[src/hw/fetch_pkg.sv]
package fetch_pkg;

  ////////////////////
  // Sizes

  localparam int ADDR_W        = 32;
  localparam int PARCEL_W      = 16;
  localparam int QUEUE_WORDS   = 4;                       // Also the credit count out of reset
  localparam int QUEUE_PARCELS = QUEUE_WORDS * 2;
  localparam int CNT_W         = $clog2(QUEUE_WORDS + 1); // Credit, in-flight and drop counters
  localparam int PTR_W         = $clog2(QUEUE_PARCELS) + 1; // Queue pointers plus wrap bit

  localparam logic [ADDR_W-1:0] PC_INIT  = 32'h0000_0200;
  localparam logic [ADDR_W-1:0] NOP_INSN = 32'h0000_0013; // addi x0,x0,0

  ////////////////////
  // Bus and pipe types

  typedef struct packed {
    logic              valid;
    logic [ADDR_W-1:0] addr;   // Always word aligned
  } imem_req_t;

  typedef struct packed {
    logic              valid;
    logic [ADDR_W-1:0] word;
    logic              error;
  } imem_rsp_t;

  // Two oldest parcels of the queue, p0 is the oldest
  typedef struct packed {
    logic [PARCEL_W-1:0] p1;
    logic [PARCEL_W-1:0] p0;
    logic [1:0]          avail;  // 0, 1 or 2 parcels present
    logic [1:0]          fault;  // Bus error per parcel, bit 0 for p0
  } parcel_head_t;

  typedef struct packed {
    logic [ADDR_W-1:0] instr;
    logic [ADDR_W-1:0] pc;
    logic              bubble;
    logic              illegal;
    logic              fault;
  } fetch_insn_t;

  ////////////////////
  // Opcodes

  // Compressed opcode as {quadrant, funct3}, holes are reserved or RV64/FP
  typedef enum logic [4:0] {
    C_ADDI4SPN = 5'b00_000,
    C_LW       = 5'b00_010,
    C_SW       = 5'b00_110,
    C_ADDI     = 5'b01_000,   // Also C.NOP
    C_JAL      = 5'b01_001,
    C_LI       = 5'b01_010,
    C_LUI      = 5'b01_011,   // Also C.ADDI16SP
    C_MISC_ALU = 5'b01_100,
    C_J        = 5'b01_101,
    C_BEQZ     = 5'b01_110,
    C_BNEZ     = 5'b01_111,
    C_SLLI     = 5'b10_000,
    C_LWSP     = 5'b10_010,
    C_CR       = 5'b10_100,   // JR, MV, JALR, ADD, EBREAK
    C_SWSP     = 5'b10_110
  } rvc_op_e;

  typedef enum logic [6:0] {
    OPC_LOAD   = 7'b000_0011,
    OPC_STORE  = 7'b010_0011,
    OPC_OP_IMM = 7'b001_0011,
    OPC_OP     = 7'b011_0011,
    OPC_LUI    = 7'b011_0111,
    OPC_JAL    = 7'b110_1111,
    OPC_JALR   = 7'b110_0111,
    OPC_BRANCH = 7'b110_0011,
    OPC_SYSTEM = 7'b111_0011
  } rv_opcode_e;

endpackage

[src/hw/fetch_ctrl.sv]
`timescale 1ns/10ps

module fetch_ctrl
  import fetch_pkg::*;
(
  input  logic              clk_i,
  input  logic              rst_ni,
  input  logic              redirect_i,
  input  logic [ADDR_W-1:0] redirect_pc_i,
  input  logic              stall_i,
  input  logic              imem_rsp_valid_i,
  input  logic              word_freed_i,
  input  parcel_head_t      head_i,
  input  logic              is_compressed_i,
  output imem_req_t         imem_req_o,
  output logic              q_write_o,
  output logic              q_skip_first_o,
  output logic              q_flush_o,
  output logic [1:0]        q_pop_cnt_o,
  output logic              issue_o,
  output logic [ADDR_W-1:0] pc_o
);

  logic              run_q;        // Low only until the first edge out of reset
  logic [CNT_W-1:0]  credits_q;    // Free queue words not yet promised
  logic [CNT_W-1:0]  inflight_q;   // Requests the memory still owes
  logic [CNT_W-1:0]  drop_q;       // Owed responses that predate a redirect
  logic              skip_q;       // Next written word starts at its high parcel
  logic [ADDR_W-1:0] fetch_addr_q;
  logic [ADDR_W-1:0] pc_q;         // PC of the parcel at the queue head
  logic              req_fire;
  logic [1:0]        need;         // Parcels taken by the head instruction

  ////////////////////
  // Memory side

  assign req_fire = (credits_q != '0) & ~redirect_i & (inflight_q < CNT_W'(QUEUE_WORDS));

  assign imem_req_o     = '{valid: req_fire, addr: fetch_addr_q};
  assign q_write_o      = imem_rsp_valid_i & (drop_q == '0) & ~redirect_i;
  assign q_skip_first_o = skip_q;
  assign q_flush_o      = redirect_i;

  always_ff @(posedge clk_i or negedge rst_ni)
  begin
    if (!rst_ni)
    begin
      run_q      <= 1'b0;
      credits_q  <= '0;
      inflight_q <= '0;
      drop_q     <= '0;
    end
    else
    begin
      run_q      <= 1'b1;
      inflight_q <= inflight_q + CNT_W'(req_fire) - CNT_W'(imem_rsp_valid_i);

      if (!run_q || redirect_i)
        credits_q <= CNT_W'(QUEUE_WORDS);  // Queue is empty, all words free
      else
        credits_q <= credits_q + CNT_W'(word_freed_i) - CNT_W'(req_fire);

      // A response in the redirect cycle is already lost
      if (redirect_i)
        drop_q <= inflight_q - CNT_W'(imem_rsp_valid_i);
      else if (imem_rsp_valid_i && drop_q != '0)
        drop_q <= drop_q - 1'b1;
    end
  end

  ////////////////////
  // Issue side

  assign need        = is_compressed_i ? 2'd1 : 2'd2;
  assign issue_o     = ~stall_i & ~redirect_i &
                       ((head_i.avail == 2'd2) | ((head_i.avail == 2'd1) & is_compressed_i));
  assign q_pop_cnt_o = issue_o ? need : 2'd0;
  assign pc_o        = pc_q;

  always_ff @(posedge clk_i or negedge rst_ni)
  begin
    if (!rst_ni)
    begin
      fetch_addr_q <= {PC_INIT[ADDR_W-1:2], 2'b00};
      pc_q         <= PC_INIT;
      skip_q       <= PC_INIT[1];
    end
    else if (redirect_i)
    begin
      fetch_addr_q <= {redirect_pc_i[ADDR_W-1:2], 2'b00};
      pc_q         <= redirect_pc_i;
      skip_q       <= redirect_pc_i[1];   // Halfword target
    end
    else
    begin
      if (req_fire)
        fetch_addr_q <= fetch_addr_q + ADDR_W'(4);
      if (issue_o)
        pc_q <= pc_q + ADDR_W'({need, 1'b0});   // 2 or 4 bytes
      if (q_write_o)
        skip_q <= 1'b0;
    end
  end

endmodule

[src/hw/insn_stage.sv]
`timescale 1ns/10ps

module insn_stage
  import fetch_pkg::*;
(
  input  logic              clk_i,
  input  logic              rst_ni,
  input  logic              issue_i,
  input  logic              redirect_i,
  input  logic              stall_i,
  input  logic [ADDR_W-1:0] instr_i,
  input  logic              illegal_i,
  input  logic [ADDR_W-1:0] pc_i,
  input  parcel_head_t      head_i,
  output fetch_insn_t       insn_o
);

  logic              bubble_q;
  logic [ADDR_W-1:0] instr_q;
  logic [ADDR_W-1:0] pc_q;
  logic              illegal_q;
  logic              fault_q;
  logic              fault;

  // Second parcel counts only for a 32-bit instruction
  assign fault = head_i.fault[0] | (&head_i.p0[1:0] & head_i.fault[1]);

  always_ff @(posedge clk_i or negedge rst_ni)
  begin
    if (!rst_ni)
      bubble_q <= 1'b1;
    else if (redirect_i)
      bubble_q <= 1'b1;
    else if (!stall_i)
      bubble_q <= ~issue_i;
  end

  always_ff @(posedge clk_i)
  begin
    if (!stall_i)
    begin
      instr_q   <= instr_i;
      pc_q      <= pc_i;
      illegal_q <= illegal_i;
      fault_q   <= fault;
    end
  end

  assign insn_o = '{instr: instr_q, pc: pc_q, bubble: bubble_q, illegal: illegal_q,
                    fault: fault_q};

endmodule

[src/hw/parcel_queue.sv]
`timescale 1ns/10ps

module parcel_queue
  import fetch_pkg::*;
(
  input  logic              clk_i,
  input  logic              rst_ni,
  input  logic              flush_i,
  input  logic              write_i,
  input  logic              skip_first_i,
  input  logic [ADDR_W-1:0] word_i,
  input  logic              error_i,
  input  logic [1:0]        pop_cnt_i,
  output parcel_head_t      head_o,
  output logic              word_freed_o
);

  logic [PARCEL_W-1:0]      parcel_q [QUEUE_PARCELS];
  logic [QUEUE_PARCELS-1:0] fault_q;

  logic [PTR_W-1:0] wr_ptr_q;   // Always even, a word per write
  logic [PTR_W-1:0] rd_ptr_q;
  logic [PTR_W-1:0] count;
  logic [PTR_W-2:0] wr_idx;
  logic [PTR_W-2:0] wr_idx_hi;
  logic [PTR_W-2:0] rd_idx;
  logic [PTR_W-2:0] rd_idx_nxt;

  assign wr_idx     = wr_ptr_q[PTR_W-2:0];
  assign wr_idx_hi  = {wr_idx[PTR_W-2:1], 1'b1};
  assign rd_idx     = rd_ptr_q[PTR_W-2:0];
  assign rd_idx_nxt = rd_idx + 1'b1;
  assign count      = wr_ptr_q - rd_ptr_q;

  ////////////////////
  // Storage

  // Both halves always land, a skipped low parcel is never read
  always_ff @(posedge clk_i)
  begin
    if (write_i)
    begin
      parcel_q[wr_idx]    <= word_i[PARCEL_W-1:0];
      parcel_q[wr_idx_hi] <= word_i[ADDR_W-1:PARCEL_W];
      fault_q[wr_idx]     <= error_i;
      fault_q[wr_idx_hi]  <= error_i;
    end
  end

  always_ff @(posedge clk_i or negedge rst_ni)
  begin
    if (!rst_ni)
    begin
      wr_ptr_q <= '0;
      rd_ptr_q <= '0;
    end
    else if (flush_i)
    begin
      wr_ptr_q <= '0;
      rd_ptr_q <= '0;
    end
    else
    begin
      if (write_i)
        wr_ptr_q <= wr_ptr_q + PTR_W'(2);

      // Skip only comes with the first word after a flush, so the queue is empty
      if (write_i && skip_first_i)
        rd_ptr_q <= wr_ptr_q + PTR_W'(1);
      else
        rd_ptr_q <= rd_ptr_q + PTR_W'(pop_cnt_i);
    end
  end

  ////////////////////
  // Head and credit return

  always_comb
  begin
    head_o.p0    = parcel_q[rd_idx];
    head_o.p1    = parcel_q[rd_idx_nxt];
    head_o.fault = {fault_q[rd_idx_nxt], fault_q[rd_idx]};
    head_o.avail = (count >= PTR_W'(2)) ? 2'd2 : count[1:0];
  end

  // Head leaves a word behind
  assign word_freed_o = (pop_cnt_i == 2'd2) | ((pop_cnt_i == 2'd1) & rd_ptr_q[0]);

endmodule

[src/hw/rvc_expander.sv]
`timescale 1ns/10ps

module rvc_expander
  import fetch_pkg::*;
(
  input  parcel_head_t      head_i,
  output logic              is_compressed_o,
  output logic [ADDR_W-1:0] instr_o,
  output logic              illegal_o
);

  logic [PARCEL_W-1:0] p;
  rvc_op_e             op;
  logic [4:0]          rd_f;     // Full register fields
  logic [4:0]          rs2_f;
  logic [4:0]          rp_hi;    // rd'/rs1' at [9:7]
  logic [4:0]          rp_lo;    // rd'/rs2' at [4:2]
  logic [11:0]         imm_ci;
  logic [20:0]         imm_cj;
  logic [12:0]         imm_cb;

  ////////////////////
  // RV32I encoders

  function automatic logic [31:0] enc_i(logic [11:0] imm, logic [4:0] rs1, logic [2:0] f3,
                                        logic [4:0] rd, rv_opcode_e opc);
    return {imm, rs1, f3, rd, opc};
  endfunction

  function automatic logic [31:0] enc_r(logic [6:0] f7, logic [4:0] rs2, logic [4:0] rs1,
                                        logic [2:0] f3, logic [4:0] rd);
    return {f7, rs2, rs1, f3, rd, OPC_OP};
  endfunction

  function automatic logic [31:0] enc_s(logic [11:0] imm, logic [4:0] rs2, logic [4:0] rs1);
    return {imm[11:5], rs2, rs1, 3'b010, imm[4:0], OPC_STORE};   // Word store only
  endfunction

  function automatic logic [31:0] enc_b(logic [12:0] imm, logic [4:0] rs1, logic [2:0] f3);
    return {imm[12], imm[10:5], 5'd0, rs1, f3, imm[4:1], imm[11], OPC_BRANCH};
  endfunction

  function automatic logic [31:0] enc_j(logic [20:0] imm, logic [4:0] rd);
    return {imm[20], imm[10:1], imm[11], imm[19:12], rd, OPC_JAL};
  endfunction

  ////////////////////
  // Field extraction

  assign p               = head_i.p0;
  assign op              = rvc_op_e'({p[1:0], p[15:13]});
  assign is_compressed_o = ~&p[1:0];

  assign rd_f   = p[11:7];
  assign rs2_f  = p[6:2];
  assign rp_hi  = {2'b01, p[9:7]};
  assign rp_lo  = {2'b01, p[4:2]};
  assign imm_ci = {{6{p[12]}}, p[12], p[6:2]};
  assign imm_cj = {{9{p[12]}}, p[12], p[8], p[10:9], p[6], p[7], p[2], p[11], p[5:3], 1'b0};
  assign imm_cb = {{4{p[12]}}, p[12], p[6:5], p[2], p[11:10], p[4:3], 1'b0};

  always_comb
  begin
    instr_o   = {head_i.p1, head_i.p0};   // 32-bit passes as is
    illegal_o = 1'b0;
    if (is_compressed_o)
    begin
      instr_o = {16'h0000, p};   // Kept for anything illegal
      case (op)
        C_ADDI4SPN:
          if (p == '0)
            illegal_o = 1'b1;
          else
            instr_o = enc_i({2'b00, p[10:7], p[12:11], p[5], p[6], 2'b00},
                            5'd2, 3'b000, rp_lo, OPC_OP_IMM);
        C_LW:   instr_o = enc_i({5'b0, p[5], p[12:10], p[6], 2'b00}, rp_hi, 3'b010, rp_lo,
                                OPC_LOAD);
        C_SW:   instr_o = enc_s({5'b0, p[5], p[12:10], p[6], 2'b00}, rp_lo, rp_hi);
        C_ADDI: instr_o = (rd_f == 5'd0) ? NOP_INSN
                                         : enc_i(imm_ci, rd_f, 3'b000, rd_f, OPC_OP_IMM);
        C_JAL:  instr_o = enc_j(imm_cj, 5'd1);   // Link in x1
        C_LI:   instr_o = enc_i(imm_ci, 5'd0, 3'b000, rd_f, OPC_OP_IMM);
        C_LUI:
          if ({p[12], p[6:2]} == 6'd0)
            illegal_o = 1'b1;
          else if (rd_f == 5'd2)   // C.ADDI16SP
            instr_o = enc_i({{2{p[12]}}, p[12], p[4:3], p[5], p[2], p[6], 4'b0000},
                            5'd2, 3'b000, 5'd2, OPC_OP_IMM);
          else
            instr_o = {{14{p[12]}}, p[12], p[6:2], rd_f, OPC_LUI};
        C_MISC_ALU:
          case (p[11:10])
            2'b00: instr_o = enc_i({7'b000_0000, p[6:2]}, rp_hi, 3'b101, rp_hi, OPC_OP_IMM);
            2'b01: instr_o = enc_i({7'b010_0000, p[6:2]}, rp_hi, 3'b101, rp_hi, OPC_OP_IMM);
            2'b10: instr_o = enc_i(imm_ci, rp_hi, 3'b111, rp_hi, OPC_OP_IMM);
            default:
              if (p[12])   // SUBW and ADDW are RV64 only
                illegal_o = 1'b1;
              else
                case (p[6:5])
                  2'b00:   instr_o = enc_r(7'b010_0000, rp_lo, rp_hi, 3'b000, rp_hi);
                  2'b01:   instr_o = enc_r(7'b000_0000, rp_lo, rp_hi, 3'b100, rp_hi);
                  2'b10:   instr_o = enc_r(7'b000_0000, rp_lo, rp_hi, 3'b110, rp_hi);
                  default: instr_o = enc_r(7'b000_0000, rp_lo, rp_hi, 3'b111, rp_hi);
                endcase
          endcase
        C_J:    instr_o = enc_j(imm_cj, 5'd0);
        C_BEQZ: instr_o = enc_b(imm_cb, rp_hi, 3'b000);
        C_BNEZ: instr_o = enc_b(imm_cb, rp_hi, 3'b001);
        C_SLLI: instr_o = enc_i({7'b000_0000, p[6:2]}, rd_f, 3'b001, rd_f, OPC_OP_IMM);
        C_LWSP:
          if (rd_f == 5'd0)
            illegal_o = 1'b1;
          else
            instr_o = enc_i({4'b0, p[3:2], p[12], p[6:4], 2'b00}, 5'd2, 3'b010, rd_f,
                            OPC_LOAD);
        C_CR:
          if (rs2_f != 5'd0)   // C.MV adds to x0, C.ADD to rd
            instr_o = enc_r(7'b000_0000, rs2_f, p[12] ? rd_f : 5'd0, 3'b000, rd_f);
          else if (rd_f != 5'd0)   // C.JALR links in x1, C.JR in x0
            instr_o = enc_i(12'd0, rd_f, 3'b000, {4'b0000, p[12]}, OPC_JALR);
          else if (p[12])
            instr_o = enc_i(12'd1, 5'd0, 3'b000, 5'd0, OPC_SYSTEM);   // C.EBREAK
          else
            illegal_o = 1'b1;
        C_SWSP: instr_o = enc_s({4'b0, p[8:7], p[12:9], 2'b00}, rs2_f, 5'd2);
        default: illegal_o = 1'b1;   // Reserved, FP or RV64 only
      endcase
    end
  end

endmodule

[src/hw/rvc_fetch.sv]
`timescale 1ns/10ps

module rvc_fetch
  import fetch_pkg::*;
(
  input  logic              clk_i,
  input  logic              rst_ni,
  input  logic              redirect_i,
  input  logic [ADDR_W-1:0] redirect_pc_i,
  input  logic              stall_i,
  input  imem_rsp_t         imem_rsp_i,
  output imem_req_t         imem_req_o,
  output fetch_insn_t       insn_o
);

  parcel_head_t      head;
  logic              is_compressed;
  logic              q_write;
  logic              q_skip_first;
  logic              q_flush;
  logic [1:0]        q_pop_cnt;
  logic              word_freed;
  logic              issue;
  logic [ADDR_W-1:0] pc;
  logic [ADDR_W-1:0] exp_instr;
  logic              exp_illegal;

  fetch_ctrl u_fetch_ctrl (
    .clk_i            (clk_i),
    .rst_ni           (rst_ni),
    .redirect_i       (redirect_i),
    .redirect_pc_i    (redirect_pc_i),
    .stall_i          (stall_i),
    .imem_rsp_valid_i (imem_rsp_i.valid),
    .word_freed_i     (word_freed),
    .head_i           (head),
    .is_compressed_i  (is_compressed),
    .imem_req_o       (imem_req_o),
    .q_write_o        (q_write),
    .q_skip_first_o   (q_skip_first),
    .q_flush_o        (q_flush),
    .q_pop_cnt_o      (q_pop_cnt),
    .issue_o          (issue),
    .pc_o             (pc)
  );

  parcel_queue u_parcel_queue (
    .clk_i        (clk_i),
    .rst_ni       (rst_ni),
    .flush_i      (q_flush),
    .write_i      (q_write),
    .skip_first_i (q_skip_first),
    .word_i       (imem_rsp_i.word),
    .error_i      (imem_rsp_i.error),
    .pop_cnt_i    (q_pop_cnt),
    .head_o       (head),
    .word_freed_o (word_freed)
  );

  rvc_expander u_rvc_expander (
    .head_i          (head),
    .is_compressed_o (is_compressed),
    .instr_o         (exp_instr),
    .illegal_o       (exp_illegal)
  );

  insn_stage u_insn_stage (
    .clk_i      (clk_i),
    .rst_ni     (rst_ni),
    .issue_i    (issue),
    .redirect_i (redirect_i),
    .stall_i    (stall_i),
    .instr_i    (exp_instr),
    .illegal_i  (exp_illegal),
    .pc_i       (pc),
    .head_i     (head),
    .insn_o     (insn_o)
  );

endmodule

[config.mk]
export PLATFORM = sky130hd
export DESIGN_NAME = rvc_fetch
export DESIGN_NICKNAME = d
export VERILOG_FILES = /design/src/hw/fetch_pkg.sv /design/src/hw/fetch_ctrl.sv /design/src/hw/insn_stage.sv /design/src/hw/parcel_queue.sv /design/src/hw/rvc_expander.sv /design/src/hw/rvc_fetch.sv
export SDC_FILE = /design/constraint.sdc
export NUM_CORES = 1
export LEC_CHECK = 0
export ABC_AREA = 1
export BUFFER_PORTS_ARGS = -buffer_cell sky130_fd_sc_hd__clkbuf_2
export CAP_MARGIN = 25
export CORE_ASPECT_RATIO = 0.7
export CORE_MARGIN = 1
export CORE_UTILIZATION = 60
export DETAILED_ROUTE_END_ITERATION = 16
export PLACE_DENSITY = 0.85
export SETUP_SLACK_MARGIN = 0.4
export SYNTH_ARGS = -nofsm -noshare
export SYNTH_HDL_FRONTEND = slang
export SYNTH_SLANG_ARGS = --single-unit
[constraint.sdc]
create_clock -name clk_i -period 5.53 [get_ports clk_i]
set_clock_uncertainty 0.15 [all_clocks]
set_input_delay 1.659 -clock clk_i [delete_from_list [all_inputs] [get_ports clk_i]]
set_output_delay 1.659 -clock clk_i [all_outputs]
set_load 0.02 [all_outputs]
==> results of run 1 <==
==> final cells by class <==
type                       instances  area (um^2)
antenna                            2         5.00
clock buffer                      39          815
clock inverter                    15          165
fill                            2240         9300
inverter                         246          937
multi-input combinational       1644         8220
sequential                       283         8100
tap                              378          473
timing repair buffer             192         1070
==> cells by family after synthesis <==
group           Yosys count
buf+inv                 353
xor+xnor                 37
simple gates           1173
other cells               2
flops                   283
compound gates          401
fa+ha+maj                30
==> worst paths after layout <==
path,from,end,slack [ns],cells after the start
max in group asynchronous,rst_ni,u_fetch_ctrl.fetch_addr_q[9],3.32,2
hold / removal,u_fetch_ctrl.run_q,u_fetch_ctrl.credits_q[2],0.31,1
setup reg to reg,u_parcel_queue.rd_ptr_q[0],u_fetch_ctrl.pc_o[27],0.82,22
min in group asynchronous,rst_ni,u_fetch_ctrl.pc_o[15],1.03,1
hold reg to reg,u_fetch_ctrl.run_q,u_fetch_ctrl.credits_q[2],0.31,1
setup / recovery,u_parcel_queue.rd_ptr_q[0],u_fetch_ctrl.pc_o[27],0.82,22
==> Yosys cell counts, types with 25 or more instances <==
master	number
nand2_2	31
o211ai_1	27
nand2_1	585
a21oi_1	86
dfrtp_1	78
nor3_1	30
inv_1	229
edfxtp_1	202
nor2_1	190
clkbuf_1	52
o21ai_0	210
nand3_1	244
nand4_1	45
ha_1	25
==> per-layer routing <==
layer  routed length (um)  GRT usage, %
met2                25500          55.6
met4                 1820          11.0
met3                10000          13.0
met5                   24             0
met1                25500          60.4
==> layout by cell type, fill, tap and decap left out, drive strengths merged, types with 2 or more instances in the layout <==
cell type / instances
nand4: 45
or2: 3
a22oi: 3
a31oi: 21
clkinv: 10
o311ai: 5
nand2: 623
a21boi: 2
conb: 3
nor3: 31
xor2: 15
diode: 2
a221oi: 2
nor4: 8
xnor2: 22
a31o: 2
o21ai: 235
clkbuf: 205
ha: 25
dfrtp: 78
o31ai: 3
o221ai: 5
fa: 5
bufinv: 3
o211ai: 28
clkinvlp: 3
nor2: 207
a21oi: 87
nand3: 251
edfxtp: 202
inv: 245
o22ai: 2
buf: 26
nand3b: 3
dfstp: 3
==> flip-flops by register name, indices dropped and copies added, names as in the netlist, 3 cells and up <==
register and flops:
u_insn_stage.pc_q 32, u_fetch_ctrl.fetch_addr_q 30, u_fetch_ctrl.drop_q 3, u_parcel_queue.wr_ptr_q 3, u_fetch_ctrl.inflight_q 3, u_parcel_queue.parcel_q 128
u_parcel_queue.fault_q 8, u_insn_stage.instr_q 32, u_fetch_ctrl.credits_q 3, u_parcel_queue.rd_ptr_q 4, u_fetch_ctrl.pc_o 32
==> worst max-delay path: cells and delay by family, from the launching register on <==
kind            cells  cell delay [ns]
buf+inv             5             1.29
compound gates      3             0.38
flops               1             0.42
fa+ha+maj           2             0.61
simple gates       12             1.65
==> power by group <==
part	switching, mW	internal (mW)
registers	0.373	2.81
logic	3.93	1.42
clock network	0.864	1.17
total	5.17	5.40
==> qor.csv, run 1 <==
stage;metric;value;unit
status;status;finished clean;
setup_path;data required time of the worst path;5.82;ns
global_routing;total grt overflow;0;
drt;total detailed-routing wirelength;62800;um
timing;RSZ-0062 raised after global routing;false;
floorplanning;die area;30500;um^2
cts;CTS tree;done;
power;Pwr Total;10.6;mW
final_layout;Core Util, Final;68.0;%
synthesis;Seq cells post-synth;283;
setup_path;crit path launch type;register;
drt;Vias;17614;
power;worst vdd ir;0.433;mV
final_layout;final net count;2496;
place;GP Congestion;1.03;
cts;# Post-CTS Setup Buffers;0;
drt;residual antenna-violating net count after detailed routing;0;
synthesis;xor and xnor fraction of the mapped netlist area;1.81;%
synthesis;Synth Area in Compound Gates;12.6;%
place;hpwl dp;44600;um
global_routing;antenna violations before repair;2;
synthesis;prevailing post-synth register cell;edfxtp_1;
floorplanning;Core ar.;29100;um^2
synthesis;cell taking the most area after synthesis;edfxtp_1;
timing;Setup TNS;0;ns
place;Cells after DPL;2742;
floorplanning;Die Span Y;146;um
synthesis;post-synthesis simple-gate area fraction;29.2;%
synthesis;Post-Syn Area;17900;um^2
place;# port buffers;167;
synthesis;Yosys top cell area share;34.0;%
drt;drt pass-1 iters;9;
synthesis;Synth area leaders;edfxtp_1 (34%), nand2_1 (12%), dfrtp_1 (11%), nand3_1 (6.8%), o21ai_0 (5.9%);
place;pre-CTS setup slack;0.999;ns
final_layout;share of layout cells above drive strength 1;14.1;%
cts;Sink Count;283;
cts;Clk pin slew, worst setup/hold paths;0.07;ns
synthesis;Synth async-reset ratio;28.6;%
power;PD cells;534;nW/um^2
setup_path;Worst setup EP type;register;
floorplanning;Starting Density;61.4;%
synthesis;Mapped Avg Cell Area;7.84;um^2
synthesis;Synth Instances;2279;
global_routing;largest net degree at the start of global routing;183;
floorplanning;Die X;208;um
setup_path;cell chain of the critical path;buf_4 -> nand2_1 -> nand3_1 -> nand3_1 -> nand2_4 -> nor2_2 -> inv_1 -> ha_1 -> inv_1 -> fa_1 -> nor2_1 -> nand2_1 -> inv_1 -> nand2_1 -> nor2_1 -> nand2_1 -> inv_1 -> nand4_1 -> o21ai_0 -> o21ai_0 -> nand2_1 -> o21ai_0;
global_routing;first-pass GRT wire length;93400;um
timing;Max-slew headroom;32.2;%
drt;remaining routing DRC violations;0;
setup_path;critical path class;register to register;
cts;H-tree depth;1;
timing;Fin. Hold Viols;0;
timing;Fin Hold WS;0.315;ns
timing;Fmax;213;MHz
cts;cts repair resizes;0;
cts;TritonCTS buffer count;29;
cts;CTS Buffer Depth;3;
drt;1st-iter DRT viols;2783;
synthesis;synth warn;0;
final_layout;Design Area, Final;19800;um^2
drt;Via density;6.29;
setup_path;crit path DAT;5.00;ns
synthesis;largest family of logic cells by synthesized area;simple AND/OR/NAND/NOR gates;
drt;drt wl/cell;22.4;um
timing;final setup violation count;0;
setup_path;CP peak stage delay;0.72;ns
place;dpl cell area;18800;um^2
final_layout;P&R area growth vs syn;10.8;%
synthesis;fraction of the yosys area taken by sequential cells;45.3;%
min_path;worst hold path class;register to register;
timing;Final Max Slew Viols;0;
timing;crit path time final;4.71;ns
timing;final worst slack;0.825;ns
setup_path;critical path fanouts, max;96;
floorplanning;Ports;170;
cts;Clock Tree Root;clkbuf_16;
synthesis;adder-cell area share of the yosys netlist;2.31;%
final_layout;Final Instance Count excl. Fillers;2799;
power;Lkg Pwr;9.03;nW
cts;# hold bufs at CTS;0;
setup_path;slowest CP cell;buf_4;
cts;insertion delay to the later sink of the worst-skew pair;0.59;ns
timing;Least-Margin Pin Slew;1.02;ns
flow_run;max-cap violations;0;
synthesis;Yosys cell types;61;
floorplanning;Core Rows;52;
synthesis;EDFF count, synth;202;
global_routing;total track usage;40.3;%
timing;fin crit share;85.1;%
synthesis;mux cell area share after synthesis;0;%
setup_path;Most common cell on crit path;nand2_1;
global_routing;number of global-route vias before repair;15840;
Note: power is estimated with default switching activity, not from simulation.
==> inputs of run 2 (changes only) <==
--- a/config.mk
+++ b/config.mk
@@ -7,3 +7,2 @@
 export LEC_CHECK = 0
-export ABC_AREA = 1
 export BUFFER_PORTS_ARGS = -buffer_cell sky130_fd_sc_hd__clkbuf_2
--- a/constraint.sdc
+++ b/constraint.sdc
@@ -4,2 +4,2 @@
 set_output_delay 1.659 -clock clk_i [all_outputs]
-set_load 0.02 [all_outputs]
+set_load 0.005 [all_outputs]
==> run 2 against run 1 <==
Worst setup slack lost 0.021 ns. Global-route usage shrank 6.5 points. Routed wire length shrank 27%. Area after synthesis shrank 11%. Maximum frequency shrank 0.45%. Critical path depth shrank 10. Non-clock buffer count grew 7. Clock power shrank 9%.
==> qor.csv, run 2 <==
stage;metric;value;unit;change
cts;Clock Tree Root;clkbuf_16;;
setup_path;reg-to-reg setup timing slack;0.80;ns;-0.02 ns
timing;Fin. Hold Viols;0;;unchanged
global_routing;first-pass GRT wire length;69300;um;-26%
timing;RSZ-0062 raised after global routing;false;;
drt;Via density;6.73;;+7.0%
drt;drt pass-1 iters;6;;-3
setup_path;critical path class;register to register;;
setup_path;Worst setup EP type;register;;
power;Comb pwr share;46.0;%;-4.6 points
timing;fin crit share;85.5;%;+0.39 points
status;status;finished clean;;
synthesis;Synth async-reset ratio;28.6;%;unchanged
floorplanning;Die Span Y;139;um;-5.3%
power;Clock Power Share;21.1;%;+1.8 points
synthesis;Mapped Avg Cell Area;13.2;um^2;+69%
global_routing;largest net degree at the start of global routing;66;;-64%
power;Reg power frac;32.9;%;+2.8 points
drt;met3 wire len;5610;um;-44%
power;P_sw;3.51;mW;-32%
final_layout;max reg flops;128;;unchanged
setup_path;worst r2r src;u_parcel_queue.rd_ptr_q[1];;
setup_path;crit path DAT;5.07;ns;+0.07 ns
setup_path;worst reg2reg path endpoint;u_fetch_ctrl.pc_o[29];;
power;switch share;39.9;%;-9.0 points
final_layout;final net count;1469;;-41%
drt;total detailed-routing wirelength;46000;um;-27%
floorplanning;Ports;170;;unchanged
global_routing;number of global-route vias before repair;11301;;-29%
synthesis;synth cell count leaders;edfxtp_1 (202), mux2_2 (118), dfrtp_1 (78), nand2_1 (70), nor2_1 (69);;
synthesis;synth warn;0;;unchanged
final_layout;largest reg by FF count;u_parcel_queue.parcel_q;;
final_layout;share of layout cells above drive strength 1;33.8;%;+20 points
drt;DR WL met2;20100;um;-21%
global_routing;total track usage;33.8;%;-6.5 points
timing;Final Max Slew Viols;0;;unchanged
power;Lkg Pwr;6.73;nW;-25%
setup_path;crit path launch type;register;;
cts;cts repair resizes;0;;unchanged
min_path;hold path startpoint;u_fetch_ctrl.pc_o[0];;
drt;uppermost layer routed;met4;;
synthesis;Yosys cell types;89;;+46%
cts;Sink Count;283;;unchanged
place;dpl cell area;17200;um^2;-8.6%
power;internal power component;5.30;mW;-2.0%
synthesis;count leader, synth;edfxtp_1;;
timing;Least-Margin Pin Slew;1.08;ns;+0.0670 ns
cts;# Post-CTS Setup Buffers;0;;unchanged
global_routing;antenna violations before repair;1;;-1
synthesis;Seq cells post-synth;283;;unchanged
place;hpwl dp;32700;um;-27%
timing;Max-slew headroom;27.8;%;-4.4 points
min_path;hold path depth;0;;-1
timing;final setup violation count;0;;unchanged
floorplanning;Core Rows;49;;-5.8%
cts;Clk pin slew, worst setup/hold paths;0.07;ns;about the same
setup_path;Reg2Reg Depth;12;;-45%
timing;crit path time final;4.73;ns;+0.0214 ns
min_path;worst hold path class;register to register;;
place;GP Congestion;1.04;;+1.0%
global_routing;total grt overflow;0;;unchanged
floorplanning;die area;27300;um^2;-10%
cts;CTS tree;done;;
synthesis;fraction of the yosys area taken by sequential cells;50.7;%;+5.3 points
cts;TritonCTS buffer count;27;;-6.9%
synthesis;Synth area leaders;edfxtp_1 (38%), dfrtp_1 (12%), mux2_2 (8.3%), mux4_2 (7.5%), mux2i_1 (2.4%);;
drt;1st-iter DRT viols;1649;;-41%
cts;CTS Buffer Depth;3;;unchanged
setup_path;data required time of the worst path;5.88;ns;+0.06 ns
place;# port buffers;167;;unchanged
drt;remaining routing DRC violations;0;;unchanged
floorplanning;Starting Density;61.6;%;+0.20 points
drt;drt wl/cell;26.4;um;+17%
timing;Setup TNS;0;ns;unchanged
setup_path;critical path fanouts, max;19;;-80%
drt;residual antenna-violating net count after detailed routing;0;;unchanged
timing;Fmax;212;MHz;-0.45%
floorplanning;Die X;197;um;-5.4%
synthesis;EDFF count, synth;202;;unchanged
cts;# hold bufs at CTS;0;;unchanged
final_layout;P&R area growth vs syn;12.9;%;
min_path;hold endpoint;u_insn_stage.pc_q[0];;
floorplanning;Core ar.;25900;um^2;-11%
synthesis;cell taking the most area after synthesis;edfxtp_1;;
final_layout;commonest non-fill, non-tap cell in the layout;edfxtp_1;;
power;PD cells;488;nW/um^2;-8.6%
drt;Vias;11751;;-33%
drt;M1 WL;19000;um;-26%
cts;H-tree depth;1;;unchanged
synthesis;Yosys top cell area share;38.0;%;+4.0 points
final_layout;Design Area, Final;18000;um^2;-8.8%
synthesis;Synth Instances;1206;;-47%
synthesis;prevailing post-synth register cell;edfxtp_1;;
synthesis;Post-Syn Area;16000;um^2;-11%
final_layout;most frequent cells in the layout;edfxtp_1 (202), clkbuf_2 (166), mux2_2 (118);;
flow_run;max-cap violations;0;;unchanged
cts;insertion delay to the later sink of the worst-skew pair;0.56;ns;-0.03 ns
power;worst vdd ir;0.314;mV;-27%
## run 2: worst max-delay path by stage
stage	to	depth (start not counted)	start	slack, ns
floorplan	u_fetch_ctrl.credits_q[2]	15	redirect_i	1.07
global placement	u_fetch_ctrl.pc_o[29]	12	u_parcel_queue.rd_ptr_q[1]	1.06
detailed placement	u_fetch_ctrl.pc_o[29]	12	u_parcel_queue.rd_ptr_q[1]	0.91
CTS	u_fetch_ctrl.pc_o[29]	12	u_parcel_queue.rd_ptr_q[1]	0.87
global route	u_fetch_ctrl.pc_o[20]	12	u_parcel_queue.rd_ptr_q[1]	0.54
finish	u_fetch_ctrl.pc_o[29]	12	u_parcel_queue.rd_ptr_q[1]	0.80
## run 2: power groups by stage
stage               combinational [mW]  clock, mW  sequential [mW]
detailed placement                3.91          0             2.93
global route                      4.29       1.95             2.93
finish                            4.05       1.86             2.90
floorplan                         2.76          0             2.87
global placement                  3.85          0             2.92
CTS                               3.94       1.88             2.90
## run 2: per-layer routing
layer / up-vias / track usage (%)
li1: 5002 / -
met1: 5813 / 50.7
met2: 823 / 49.0
met3: 113 / 8.46
met4: 0 / 9.75
met5: - / 0
## run 2: final cells by class
type | count | area (um^2)
antenna | 1 | 2.50
clock buffer | 36 | 761
clock inverter | 11 | 116
fill | 1785 | 7900
inverter | 41 | 154
multi-input combinational | 817 | 7350
sequential | 283 | 8100
tap | 357 | 447
timing repair buffer | 199 | 1110
## run 2: per-stage QoR
stage               util, %  hold WS, ns  total power [mW]  std cells  worst slack, ns
floorplan                 -        0.271              5.63       1207             1.07
global placement       66.0        0.280              6.77       1696             1.06
detailed placement     66.2        0.303              6.85       1697            0.908
CTS                    69.5        0.325              8.72       1744            0.874
global route           69.5        0.335              9.17       1744            0.535
finish                 69.5        0.325              8.81       1745            0.803
## run 2: cell families (layout without fill, tap and decap cells)
group | Yosys count | count (layout) | synth area share [%]
DFF | 283 | 283 | 50.7
muxes | 227 | 227 | 20.7
and+or+nand+nor | 331 | 331 | 11.7
xor gates and xnor gates | 64 | 64 | 3.51
buffers and inverters | 107 | 287 | 3.45
AOI/OAI and AO/OA | 162 | 162 | 7.36
adders and majority gates | 30 | 30 | 2.58
other | 2 | 4 | 0.0470
## run 2: critical path, stage by stage (launching register included)
cell	delay [ns]
dfrtp_1	0.81
mux4_2	0.62
mux2_4	0.39
nand3_4	0.26
ha_1	0.24
inv_1	0.06
fa_1	0.38
nor2b_1	0.19
and3_1	0.21
nand3_1	0.30
nor4_2	0.62
mux2i_1	0.27
o21a_1	0.14
